===== src/sysctl_pkg.sv =====
//////////////////////////////////////////////////////////////
// sysctl_pkg
// address map, widths, reset length and enums shared by the
// system control and status subsystem
//////////////////////////////////////////////////////////////

package sysctl_pkg;

  // word address map of the Wishbone slave
  localparam int ADR_W = 2;
  localparam logic [ADR_W-1:0] ADR_SCS = 2'd0;  // control and status
  localparam logic [ADR_W-1:0] ADR_ERR = 2'd1;  // error address and number
  localparam logic [ADR_W-1:0] ADR_WDG = 2'd2;  // watchdog

  localparam int PID_W = 5;   // process id
  localparam int PC_W  = 24;  // program counter
  localparam int ERR_W = 8;   // bit 0 watchdog and 7..1 external

  localparam logic [7:0] ERR_NO_BASE = 8'd8;  // error number of signal 0

  localparam int WDG_W = 16;  // watchdog counter

  localparam int RST_HOLD = 4;                 // sys_rst cycles per soft request
  localparam int HOLD_W   = $clog2(RST_HOLD);  // hold counter width

  // decoded bus target
  typedef enum logic [1:0] {
    SEL_SCS,
    SEL_ERR,
    SEL_WDG,
    SEL_NONE
  } reg_sel_e;

  // reset sequencer states
  typedef enum logic {
    RS_IDLE,
    RS_HOLD
  } rst_state_e;

endpackage


===== src/bus_slave_decoder.sv =====
//////////////////////////////////////////////////////////////
// bus_slave_decoder
// Wishbone classic slave front end with address decode,
// write strobes, read mux and registered ack
//////////////////////////////////////////////////////////////

`timescale 1ns/1ps

module bus_slave_decoder (
  input  logic                        clk,
  input  logic                        rst_trig,
  input  logic                        cyc,
  input  logic                        stb,
  input  logic                        we,
  input  logic [sysctl_pkg::ADR_W-1:0] adr,
  input  logic [31:0]                 scs_view,
  input  logic [31:0]                 err_view,
  input  logic [31:0]                 wdg_view,
  output logic                        ack,
  output logic [31:0]                 dat_r,
  output logic                        scs_wr,
  output logic                        err_wr,
  output logic                        wdg_wr
);

  sysctl_pkg::reg_sel_e sel;
  logic                 req_new;  // first cycle of a request

  always_comb begin
    case (adr)
      sysctl_pkg::ADR_SCS: sel = sysctl_pkg::SEL_SCS;
      sysctl_pkg::ADR_ERR: sel = sysctl_pkg::SEL_ERR;
      sysctl_pkg::ADR_WDG: sel = sysctl_pkg::SEL_WDG;
      default:             sel = sysctl_pkg::SEL_NONE;  // address 3 unmapped
    endcase
  end

  assign req_new = cyc & stb & ~ack;

  assign scs_wr = req_new & we & (sel == sysctl_pkg::SEL_SCS);
  assign err_wr = req_new & we & (sel == sysctl_pkg::SEL_ERR);
  assign wdg_wr = req_new & we & (sel == sysctl_pkg::SEL_WDG);

  always_ff @(posedge clk) begin
    if (!rst_trig) begin
      ack <= 1'b0;
    end else begin
      ack <= req_new;  // one cycle after the request
    end
  end

  always_ff @(posedge clk) begin
    if (req_new) begin
      case (sel)
        sysctl_pkg::SEL_SCS: dat_r <= scs_view;
        sysctl_pkg::SEL_ERR: dat_r <= err_view;
        sysctl_pkg::SEL_WDG: dat_r <= wdg_view;
        default:             dat_r <= 32'b0;
      endcase
    end
  end

  // a held strobe gets a single ack per request
  a_ack_single : assert property (
    @(posedge clk) disable iff (!rst_trig)
    (ack && stb) |=> !(ack && stb)
  );

endmodule


===== src/sys_ctrl_status.sv =====
//////////////////////////////////////////////////////////////
// sys_ctrl_status
// control and status registers, first-error capture with
// program counter and error number, soft reset request
//////////////////////////////////////////////////////////////

`timescale 1ns/1ps

module sys_ctrl_status (
  input  logic                         clk,
  input  logic                         rst_trig,
  input  logic                         scs_wr,
  input  logic                         err_wr,
  input  logic [31:0]                  dat_w,
  input  logic [sysctl_pkg::ERR_W-1:0] err_sig,
  input  logic [sysctl_pkg::PC_W-1:0]  err_addr,
  output logic [31:0]                  scs_view,
  output logic [31:0]                  err_view,
  output logic [sysctl_pkg::PID_W-1:0] cp_pid,
  output logic                         sw_rst_req
);

  localparam int PID_W = sysctl_pkg::PID_W;
  localparam int IDX_W = $clog2(sysctl_pkg::ERR_W);

  logic [7:0]                  scs;         // status byte with bit 1 resetting
  logic [PID_W-1:0]            cp_pid_r;    // current process
  logic [PID_W-1:0]            err_pid_r;   // process at error
  logic [sysctl_pkg::PC_W-1:0] err_addr_r;
  logic [7:0]                  err_no_r;
  sysctl_pkg::reg_sel_e        wr_sel;      // which register is written
  logic                        err_hit;
  logic [IDX_W-1:0]            err_idx;     // highest set error signal
  logic                        resetting;

  assign resetting = scs[1];

  always_comb begin
    if (scs_wr) begin
      wr_sel = sysctl_pkg::SEL_SCS;
    end else if (err_wr) begin
      wr_sel = sysctl_pkg::SEL_ERR;
    end else begin
      wr_sel = sysctl_pkg::SEL_NONE;
    end
  end

  // priority encoder where a later index overrides
  always_comb begin
    err_hit = 1'b0;
    err_idx = '0;
    for (int i = 0; i < sysctl_pkg::ERR_W; i++) begin
      if (err_sig[i]) begin
        err_hit = 1'b1;
        err_idx = IDX_W'(i);
      end
    end
  end

  always_ff @(posedge clk) begin
    if (!rst_trig) begin
      scs        <= 8'b0;
      cp_pid_r   <= '0;
      err_pid_r  <= '0;
      err_addr_r <= '0;
      err_no_r   <= 8'b0;
      sw_rst_req <= 1'b0;
    end else if (resetting) begin
      sw_rst_req <= 1'b1;  // one-cycle request
      scs[1]     <= 1'b0;
    end else begin
      sw_rst_req <= 1'b0;
      case (wr_sel)
        sysctl_pkg::SEL_SCS: begin
          scs       <= dat_w[7:0];
          cp_pid_r  <= dat_w[12:8];
          err_pid_r <= dat_w[17:13];
        end
        sysctl_pkg::SEL_ERR: begin
          {err_addr_r, err_no_r} <= dat_w;
        end
        default: begin
          if (err_hit) begin  // a write in the same cycle wins
            scs[1]     <= 1'b1;
            err_addr_r <= err_addr;
            err_no_r   <= sysctl_pkg::ERR_NO_BASE + {{(8-IDX_W){1'b0}}, err_idx};
          end
        end
      endcase
    end
  end

  assign scs_view = {{(32 - 2*PID_W - 8){1'b0}}, err_pid_r, cp_pid_r, scs};
  assign err_view = {err_addr_r, err_no_r};
  assign cp_pid   = cp_pid_r;

  a_req_pulse : assert property (
    @(posedge clk) disable iff (!rst_trig)
    sw_rst_req |=> !sw_rst_req
  );

  // decoder issues at most one strobe per request
  a_wr_excl : assert property (
    @(posedge clk) disable iff (!rst_trig)
    !(scs_wr && err_wr)
  );

endmodule


===== src/watchdog.sv =====
//////////////////////////////////////////////////////////////
// watchdog
// software-reloaded down counter, flags a one-cycle timeout
// error and disables itself when it runs out
//////////////////////////////////////////////////////////////

`timescale 1ns/1ps

module watchdog (
  input  logic        clk,
  input  logic        sys_rst,
  input  logic        wdg_wr,
  input  logic [31:0] dat_w,
  output logic [31:0] wdg_view,
  output logic        wdg_timeout
);

  localparam int WDG_W = sysctl_pkg::WDG_W;

  logic             en;
  logic [WDG_W-1:0] reload;  // last written value
  logic [WDG_W-1:0] count;

  always_ff @(posedge clk) begin
    if (sys_rst) begin
      en          <= 1'b0;
      reload      <= '0;
      count       <= '0;
      wdg_timeout <= 1'b0;
    end else begin
      wdg_timeout <= 1'b0;
      if (wdg_wr) begin  // kick or reprogram
        reload <= dat_w[WDG_W-1:0];
        count  <= dat_w[WDG_W-1:0];
        en     <= |dat_w[WDG_W-1:0];  // zero disables
      end else if (en) begin
        count <= count - 1'b1;
        if (count == WDG_W'(1)) begin
          wdg_timeout <= 1'b1;
          en          <= 1'b0;
        end
      end
    end
  end

  assign wdg_view = {en, {(31 - WDG_W){1'b0}}, count};

  a_count_le_reload : assert property (
    @(posedge clk) disable iff (sys_rst)
    count <= reload
  );

endmodule


===== src/reset_sequencer.sv =====
//////////////////////////////////////////////////////////////
// reset_sequencer
// merges external and soft reset, holds sys_rst for a
// fixed number of cycles after a soft request
//////////////////////////////////////////////////////////////

`timescale 1ns/1ps

module reset_sequencer (
  input  logic clk,
  input  logic rst_trig,
  input  logic sw_rst_req,
  output logic sys_rst
);

  localparam int HOLD_W = sysctl_pkg::HOLD_W;

  sysctl_pkg::rst_state_e state;
  logic [HOLD_W-1:0]      hold_cnt;  // cycles spent in hold

  always_ff @(posedge clk) begin
    if (!rst_trig) begin
      state    <= sysctl_pkg::RS_IDLE;
      hold_cnt <= '0;
    end else begin
      case (state)
        sysctl_pkg::RS_IDLE: begin
          if (sw_rst_req) begin
            state    <= sysctl_pkg::RS_HOLD;
            hold_cnt <= '0;
          end
        end
        sysctl_pkg::RS_HOLD: begin
          if (sw_rst_req) begin
            hold_cnt <= '0;  // late request restarts the hold
          end else if (hold_cnt == HOLD_W'(sysctl_pkg::RST_HOLD - 1)) begin
            state <= sysctl_pkg::RS_IDLE;
          end else begin
            hold_cnt <= hold_cnt + 1'b1;
          end
        end
        default: state <= sysctl_pkg::RS_IDLE;
      endcase
    end
  end

  assign sys_rst = !rst_trig || (state == sysctl_pkg::RS_HOLD);

endmodule


===== src/sysctl_top.sv =====
//////////////////////////////////////////////////////////////
// sysctl_top
// system control subsystem: bus decoder, control and status
// registers, watchdog and reset sequencer
//////////////////////////////////////////////////////////////

`timescale 1ns/1ps

module sysctl_top (
  input  logic                         clk,
  input  logic                         rst_trig,
  input  logic                         cyc,
  input  logic                         stb,
  input  logic                         we,
  input  logic [sysctl_pkg::ADR_W-1:0] adr,
  input  logic [31:0]                  dat_w,
  input  logic [6:0]                   err_ext,   // error sources 7..1
  input  logic [sysctl_pkg::PC_W-1:0]  err_addr,  // program counter
  output logic                         ack,
  output logic [31:0]                  dat_r,
  output logic                         sys_rst,
  output logic [sysctl_pkg::PID_W-1:0] cp_pid
);

  logic [31:0]                  scs_view;
  logic [31:0]                  err_view;
  logic [31:0]                  wdg_view;
  logic                         scs_wr;
  logic                         err_wr;
  logic                         wdg_wr;
  logic                         wdg_timeout;
  logic                         sw_rst_req;
  logic [sysctl_pkg::ERR_W-1:0] err_sig;

  assign err_sig = {err_ext, wdg_timeout};  // watchdog is source 0

  bus_slave_decoder u_dec (
    .clk      (clk),
    .rst_trig (rst_trig),
    .cyc      (cyc),
    .stb      (stb),
    .we       (we),
    .adr      (adr),
    .scs_view (scs_view),
    .err_view (err_view),
    .wdg_view (wdg_view),
    .ack      (ack),
    .dat_r    (dat_r),
    .scs_wr   (scs_wr),
    .err_wr   (err_wr),
    .wdg_wr   (wdg_wr)
  );

  sys_ctrl_status u_scs (
    .clk        (clk),
    .rst_trig   (rst_trig),
    .scs_wr     (scs_wr),
    .err_wr     (err_wr),
    .dat_w      (dat_w),
    .err_sig    (err_sig),
    .err_addr   (err_addr),
    .scs_view   (scs_view),
    .err_view   (err_view),
    .cp_pid     (cp_pid),
    .sw_rst_req (sw_rst_req)
  );

  watchdog u_wdg (
    .clk         (clk),
    .sys_rst     (sys_rst),
    .wdg_wr      (wdg_wr),
    .dat_w       (dat_w),
    .wdg_view    (wdg_view),
    .wdg_timeout (wdg_timeout)
  );

  reset_sequencer u_rst (
    .clk        (clk),
    .rst_trig   (rst_trig),
    .sw_rst_req (sw_rst_req),
    .sys_rst    (sys_rst)
  );

endmodule


===== config.mk =====
export PLATFORM = sky130hd
export DESIGN_NAME = sysctl_top
export DESIGN_NICKNAME = d
export VERILOG_FILES = /design/src/sysctl_pkg.sv /design/src/bus_slave_decoder.sv /design/src/sys_ctrl_status.sv /design/src/watchdog.sv /design/src/reset_sequencer.sv /design/src/sysctl_top.sv
export SDC_FILE = /design/constraint.sdc
export NUM_CORES = 1
export LEC_CHECK = 0
export BUFFER_PORTS_ARGS = -buffer_cell sky130_fd_sc_hd__buf_2
export CAP_MARGIN = 25
export CORE_MARGIN = 3
export CORE_UTILIZATION = 56
export DETAILED_ROUTE_END_ITERATION = 10
export GPL_ROUTABILITY_DRIVEN = 0
export PLACE_DENSITY = 0.81
export SLEW_MARGIN = 30
export SYNTH_ARGS = -nofsm -noshare
export SYNTH_HDL_FRONTEND = slang
export SYNTH_HIERARCHICAL = 1
export SYNTH_SLANG_ARGS = --single-unit

===== constraint.sdc =====
create_clock -name clk -period 2.61 [get_ports clk]
set_input_delay 0.3915 -clock clk [delete_from_list [all_inputs] [get_ports clk]]
set_output_delay 0.3915 -clock clk [all_outputs]
set_load 0.1 [all_outputs]

==> impl_metrics.py, run 1 <==
metrics = {
    "timing": {
        "post-route-min-period_ns": 2.17,
        "fin_crit_sh_pct": 83.0,
        "maxSlewHeadroom_pct": 45.4,
        "setup_slack_ns": 0.444,
        "hold_viol": 0,
        "hold_slack_ns": 0.287,
        "setup_tns_ns": 0,
        "rsz0062_at_grt": "false",
        "finClkSkew_ns": 0.0167,
        "drv_slew": 0,
        "setup_viol": 0,
        "fmax_mhz": 462,
        "worstMarginPinSlew_ns": 0.818,
    },
    "power": {
        "pwr-share-comb_pct": 19.7,
        "power_leakage_nw": 2.80,
        "powerDensity_nw_per_um2": 549,
        "p_int_mw": 2.37,
        "seq_power_share_pct": 52.8,
        "p_sw_mw": 1.07,
        "sw_frac_of_total_pct": 31.2,
        "pwr-share-clk_pct": 27.4,
        "vdd_drop_max_uv": 323,
    },
    "synthesis": {
        "ys_seq_area_share_pct": 42.8,
        "synth_flop_cell": "dfxtp_1",
        "async_flop_share_pct": 0,
        "ys_seq_elements": 105,
        "synth_area_um2": 5650,
        "synth_cell_types": 54,
        "yosysWarnings": 6,
        "avgSynthCellArea_um2": 10.0,
        "synthCells": 563,
        "synth_edf_count": 32,
    },
    "clock_network": {
        "clock_tree.buffer_depth": 2,
        "ctsResizeCount": 0,
        "cts_max_level": 3,
        "post_cts_buffers": 0,
        "clkLatencyLatePin_ns": 0.37,
        "cts_hold_buf": 0,
        "cts_tree": "done",
        "numCtsBuffers": 9,
        "cts_root_buf": "clkbuf_8",
        "cts.sinks": 105,
        "clk_pin_slew_worst_paths_ns": 0.11,
    },
    "drt": {
        "detail_route.wl_per_cell_um": 17.0,
        "wl_um": 13300,
        "drt_iter0_drc": 225,
        "antenna_left": 0,
        "drt-vias-per-instance": 5.59,
        "drc": 0,
        "dr.pass1.iters": 4,
        "num_vias": 4385,
    },
    "worst_setup_path": {
        "crit_path_end_kind": "flip-flop",
        "reg2reg_from": "u_dec/ack",
        "ff2ff_path_depth": 7,
        "cp-start-kind": "flip-flop",
        "crit_arrival_ns": 2.42,
        "rrSetupSlack_ns": 0.44,
        "cp_max_fo": 18,
        "r2r_end": "u_scs/err_addr_r[10]",
        "path_class": "flip-flop to flip-flop",
        "cp.required_ns": 2.87,
    },
    "global_routing": {
        "grt_max_degree": 62,
        "grtUsageTotal_pct": 23.8,
        "grt_first_pass_wirelength_um": 21400,
        "busiest_layer": "met2",
        "grt_pass1_vias": 4354,
        "met3_usage_pct": 3.34,
        "globalRouteMet1Util_pct": 30.0,
        "antenna_found_initial": 0,
        "use_met2_pct": 41.4,
        "grt-ovfl-total": 0,
    },
    "die": {
        "die_w_um": 106,
        "die_h_um": 106,
        "rows": 36,
        "initial_core_util_pct": 57.8,
        "io_pins": 109,
        "die-area_um2": 11300,
        "coreArea_um2": 9770,
    },
    "min_path": {
        "hold_path_end": "u_scs/err_pid_r[4]",
        "worstHoldStart": "dat_w[17]",
        "holdCritPathClass": "primary input to flip-flop",
        "whs_path_depth": 3,
    },
    "finish": {
        "fill_cells": 832,
        "antenna_cells_inserted": 0,
        "area_growth_pct": 10.9,
        "post-route-util_pct": 64.2,
        "drive_gt1_share_pct": 28.3,
        "multi_input_area_um2": 2760,
        "final_area_um2": 6270,
        "nets": 719,
        "seqCellArea_um2": 2420,
    },
    "outcome": {
        "outcome": "finished, final reports clean",
    },
    "place": {
        "place_area_um2": 6090,
        "io_buffers": 108,
        "dpl_worst_slack_ns": 0.320,
        "place_hpwl_um": 9350,
    },
    "job": {
        "maxCapViolations": 0,
    },
}
[power by group through the flow]
stage          Combinational, mW  Sequential (mW)  Clock, mW
6_report                   0.678             1.82      0.945
5_1_grt                    0.725             1.83       1.02
4_1_cts                    0.676             1.82      0.960
3_5_place_dp               0.674             1.86          0
3_3_place_gp               0.649             1.85          0
2_1_floorplan              0.377             2.02          0
[through the flow]
stage / cells / total power [mW]
detailed placement: 768 / 2.53
floorplan: 590 / 2.39
CTS: 784 / 3.46
finish: 784 / 3.44
global route: 784 / 3.57
global placement: 767 / 2.50
[flip-flops by register name (all words and copies together), names as in the netlist]
signal	flops
u_dec/ack	1
u_rst/state	1
u_wdg/en	1
u_scs/err_no_r	8
u_dec/dat_r	32
u_scs/sw_rst_req	1
u_wdg/wdg_timeout	1
u_scs/err_pid_r	5
u_scs/err_addr_r	24
u_scs/cp_pid	5
u_wdg/count	16
u_scs/scs	8
u_rst/hold_cnt	2
[per-layer routing]
metal / wire length, um / share of wire, %
met2: 6560 / 49
met1: 5540 / 42
met3: 841 / 6.3
met5: 0 / 0
met4: 371 / 2.8
[layout make-up]
cell class | count | share of cell area (%)
Timing Repair Buffer | 124 | 11.1
Inverter | 14 | 0.838
Sequential cell | 105 | 38.6
Tap cell | 133 | 2.65
Clock buffer | 11 | 2.25
Multi-Input combinational cell | 392 | 43.9
Clock inverter | 5 | 0.658
[placed cells by master (no fill, tap or decap), types with 3 or more instances in the layout]
| cell type | n |
|---|---|
| o21ai_1 | 6 |
| buf_2 | 108 |
| nand2b_1 | 5 |
| nor3_1 | 10 |
| inv_1 | 14 |
| o21a_1 | 11 |
| nor2b_1 | 4 |
| clkbuf_8 | 10 |
| o2bb2ai_2 | 30 |
| a21oi_1 | 14 |
| nand2_1 | 94 |
| clkinv_4 | 3 |
| dfxtp_1 | 73 |
| nor2_1 | 15 |
| or3_1 | 4 |
| xor2_1 | 7 |
| nor3b_1 | 4 |
| ha_1 | 3 |
| a21boi_0 | 17 |
| nand3_1 | 29 |
| buf_4 | 14 |
| edfxtp_1 | 32 |
| conb_1 | 29 |
| mux2i_1 | 35 |
| o211a_1 | 24 |
| nor4_1 | 8 |
| xnor2_1 | 4 |
[cell families after synthesis]
group	share of synthesized area (%)
AOI/OAI and AO/OA	20.7
xor gates and xnor gates	1.70
adders and majority gates	0.664
buffers and inverters	10.7
DFF	42.8
muxes	6.20
other	0.133
and+or+nand+nor	17.1
[synthesized netlist by cell type, types with 3 or more instances]
| library cell | n | share of area [%] |
|---|---|---|
| a21boi_0 | 17 | 2.3 |
| nor3_1 | 10 | 0.89 |
| o211a_1 | 24 | 4.2 |
| buf_4 | 37 | 4.9 |
| inv_1 | 14 | 0.93 |
| a21oi_1 | 14 | 1.2 |
| o21ai_1 | 6 | 0.53 |
| clkbuf_1 | 20 | 1.3 |
| xor2_1 | 7 | 1.1 |
| buf_2 | 12 | 1.1 |
| edfxtp_1 | 32 | 17 |
| or3_1 | 4 | 0.44 |
| nor2_1 | 16 | 1.1 |
| nor2b_1 | 5 | 0.55 |
| nor4_1 | 8 | 0.89 |
| o21a_1 | 11 | 1.5 |
| o2bb2ai_2 | 30 | 8.0 |
| nor3b_1 | 5 | 0.66 |
| nand3_1 | 29 | 2.6 |
| nand2b_1 | 5 | 0.55 |
| xnor2_1 | 4 | 0.62 |
| dfxtp_1 | 73 | 26 |
| nand2_1 | 94 | 6.2 |
| mux2i_1 | 35 | 6.2 |
| buf_12 | 3 | 1.1 |
| ha_1 | 3 | 0.66 |
| buf_6 | 7 | 1.4 |
[worst max-delay path, stage by stage (launching register included)]
cell and delay (ns):
dfxtp_1 0.36, nand4b_1 0.29, nor3b_1 0.43, inv_1 0.13, a311oi_4 0.29, buf_4 0.29, nand3_1 0.12, o211a_1 0.14
[worst max-delay path by stage]
| stage | slack (ns) | startpoint | cells past startpoint | end |
|---|---|---|---|---|
| finish | 0.44 | u_dec/ack | 7 | u_scs/err_addr_r[10] |
| global route | 0.30 | u_dec/ack | 7 | u_scs/err_addr_r[10] |
| CTS | 0.45 | u_dec/ack | 7 | u_scs/err_addr_r[13] |
| detailed placement | 0.32 | adr[0] | 7 | u_scs/err_addr_r[13] |
| global placement | 0.43 | adr[0] | 7 | u_scs/err_addr_r[14] |
| floorplan | 0.01 | u_dec/ack | 1 | u_dec/dat_r[0] |
Power figures use the tool's default switching activity.
==> run 2: changes to the inputs <==
- clock period: 2.61 -> 2.2 ns (I/O delays scaled with it)
==> impl_metrics.py, run 2 (synthesis gave the netlist of run 1 again) <==
metrics = {
    "drt": {
        "dr.pass1.iters": 4,
        "detail_route.wl_per_cell_um": 16.8,
        "drt-vias-per-instance": 5.59,
        "drc": 0,
        "num_vias": 4390,
        "drt_iter0_drc": 294,
        "antenna_left": 0,
        "wl_um": 13200,
    },
    "worst_setup_path": {
        "crit_arrival_ns": 2.29,
        "cp-start-kind": "flip-flop",
        "worst_path_largest_cell_delay_ns": 0.35,
        "path_cells": "nand4b_1 > nor3b_2 > inv_1 > a311oi_4 > buf_12 > o211ai_1 > o22ai_1",
        "crit_buf_inv": 2,
        "cp_max_fo": 59,
        "ff2ff_path_depth": 7,
        "crit_path_end_kind": "flip-flop",
        "slowest_stage": "dfxtp_2",
        "path_class": "flip-flop to flip-flop",
        "rrSetupSlack_ns": 0.20,
        "r2r_end": "u_scs/err_no_r[0]",
        "critical_path.top_delay_family": "compound AO/OA/AOI/OAI gates",
        "reg2reg_from": "u_dec/ack",
        "cp.required_ns": 2.49,
    },
    "finish": {
        "top_register": "u_dec/dat_r",
        "area_growth_pct": 11.9,
        "antenna_cells_inserted": 0,
        "mostFrequentLayoutCells": "buf_2, nand2_1, dfxtp_1",
        "final_area_um2": 6330,
        "drive_gt1_share_pct": 29.1,
        "largest_reg_flops": 32,
        "nets": 721,
        "mostFrequentLayoutCell": "buf_2",
        "reg_top3": "u_dec/dat_r (32), u_scs/err_addr_r (24), u_wdg/count (16)",
    },
    "timing": {
        "post-route-min-period_ns": 2.00,
        "drv_slew": 0,
        "fin_crit_sh_pct": 91.0,
        "worstMarginPinSlew_ns": 0.610,
        "fmax_mhz": 500,
        "setup_tns_ns": 0,
        "rsz0062_at_grt": "false",
        "hold_viol": 0,
        "finClkSkew_ns": 0.0107,
        "maxSlewHeadroom_pct": 59.3,
        "setup_viol": 0,
    },
    "power": {
        "vdd_drop_max_uv": 326,
        "power_leakage_nw": 2.83,
        "powerDensity_nw_per_um2": 655,
    },
    "clock_network": {
        "clk_pin_slew_worst_paths_ns": 0.10,
        "cts_tree": "done",
        "ctsResizeCount": 0,
        "numCtsBuffers": 9,
        "cts.sinks": 105,
        "clkLatencyLatePin_ns": 0.37,
        "cts_root_buf": "clkbuf_8",
        "cts_max_level": 3,
        "clock_tree.buffer_depth": 2,
        "cts_hold_buf": 0,
        "post_cts_buffers": 0,
    },
    "global_routing": {
        "grt_max_degree": 62,
        "antenna_found_initial": 0,
        "grt_first_pass_wirelength_um": 21400,
        "grt_pass1_vias": 4346,
        "grt-ovfl-total": 0,
        "grtUsageTotal_pct": 23.9,
    },
    "min_path": {
        "whs_path_depth": 3,
        "hold_path_end": "u_scs/err_pid_r[3]",
        "holdCritPathClass": "primary input to flip-flop",
        "worstHoldStart": "dat_w[16]",
    },
    "outcome": {
        "outcome": "finished, final reports clean",
    },
    "place": {
        "place_hpwl_um": 9010,
        "place_area_um2": 6130,
        "io_buffers": 108,
    },
    "job": {
        "maxCapViolations": 0,
    },
    "die": {
        "io_pins": 109,
        "initial_core_util_pct": 57.8,
        "coreArea_um2": 9770,
        "rows": 36,
        "die_h_um": 106,
        "die_w_um": 106,
        "die-area_um2": 11300,
    },
}
==> run 2: worst min-delay path, delay by kind of cell <==
| kind | cells | cell delay, ns |
|---|---|---|
| compound gates | 1 | 0.06 |
| buf+inv | 1 | 0.11 |
| simple gates | 1 | 0.04 |
==> run 2: how the worst max path moves through the flow <==
stage                      endpoint  slack, ns       from  cells after the start
6_report          u_scs/err_no_r[0]       0.20  u_dec/ack                      7
5_1_grt         u_scs/err_addr_r[7]       0.02  u_dec/ack                      7
3_5_place_dp    u_scs/err_addr_r[7]       0.14        cyc                      8
3_3_place_gp   u_scs/err_addr_r[23]       0.22        cyc                      8
2_1_floorplan     u_scs/err_no_r[1]       0.12  u_dec/ack                      8
4_1_cts         u_scs/err_addr_r[7]       0.08  u_dec/ack                      7
==> run 2: per-layer routing <==
metal	share of wire [%]	wire length [um]	GRT usage (%)	up-vias
li1	-	-	-	2117
met1	42	5560	29.6	2103
met2	50	6540	41.8	146
met3	5.8	767	3.40	24
met4	2.3	299	9.50	0
met5	0	0	0	-
==> run 2: power breakdown <==
part / leakage, nW / internal, mW / switching [mW]
logic: 1.82 / 0.265 / 0.543
clock network: 0.0962 / 0.468 / 0.717
registers: 0.907 / 2.10 / 0.0560
total: 2.83 / 2.83 / 1.32
==> run 2: per-stage QoR <==
stage	util (%)	std cells	hold WS (ns)	total power, mW	setup slack, ns
global route	64.7	786	0.232	4.31	0.0155
finish	64.7	786	0.225	4.15	0.199
detailed placement	62.7	770	0.445	3.00	0.138
CTS	64.7	786	0.210	4.17	0.0828
global placement	62.3	768	0.439	2.97	0.220
floorplan	-	590	0.428	2.84	0.118
==> run 2: layout make-up <==
cell class                      instances  area, um2
Tap cell                              133        166
Clock inverter                          6       53.8
Timing Repair Buffer                  126        728
Clock buffer                           10        138
Fill cell                             797       3450
Sequential cell                       105       2420
Multi-Input combinational cell        392       2770
Inverter                               14       52.6
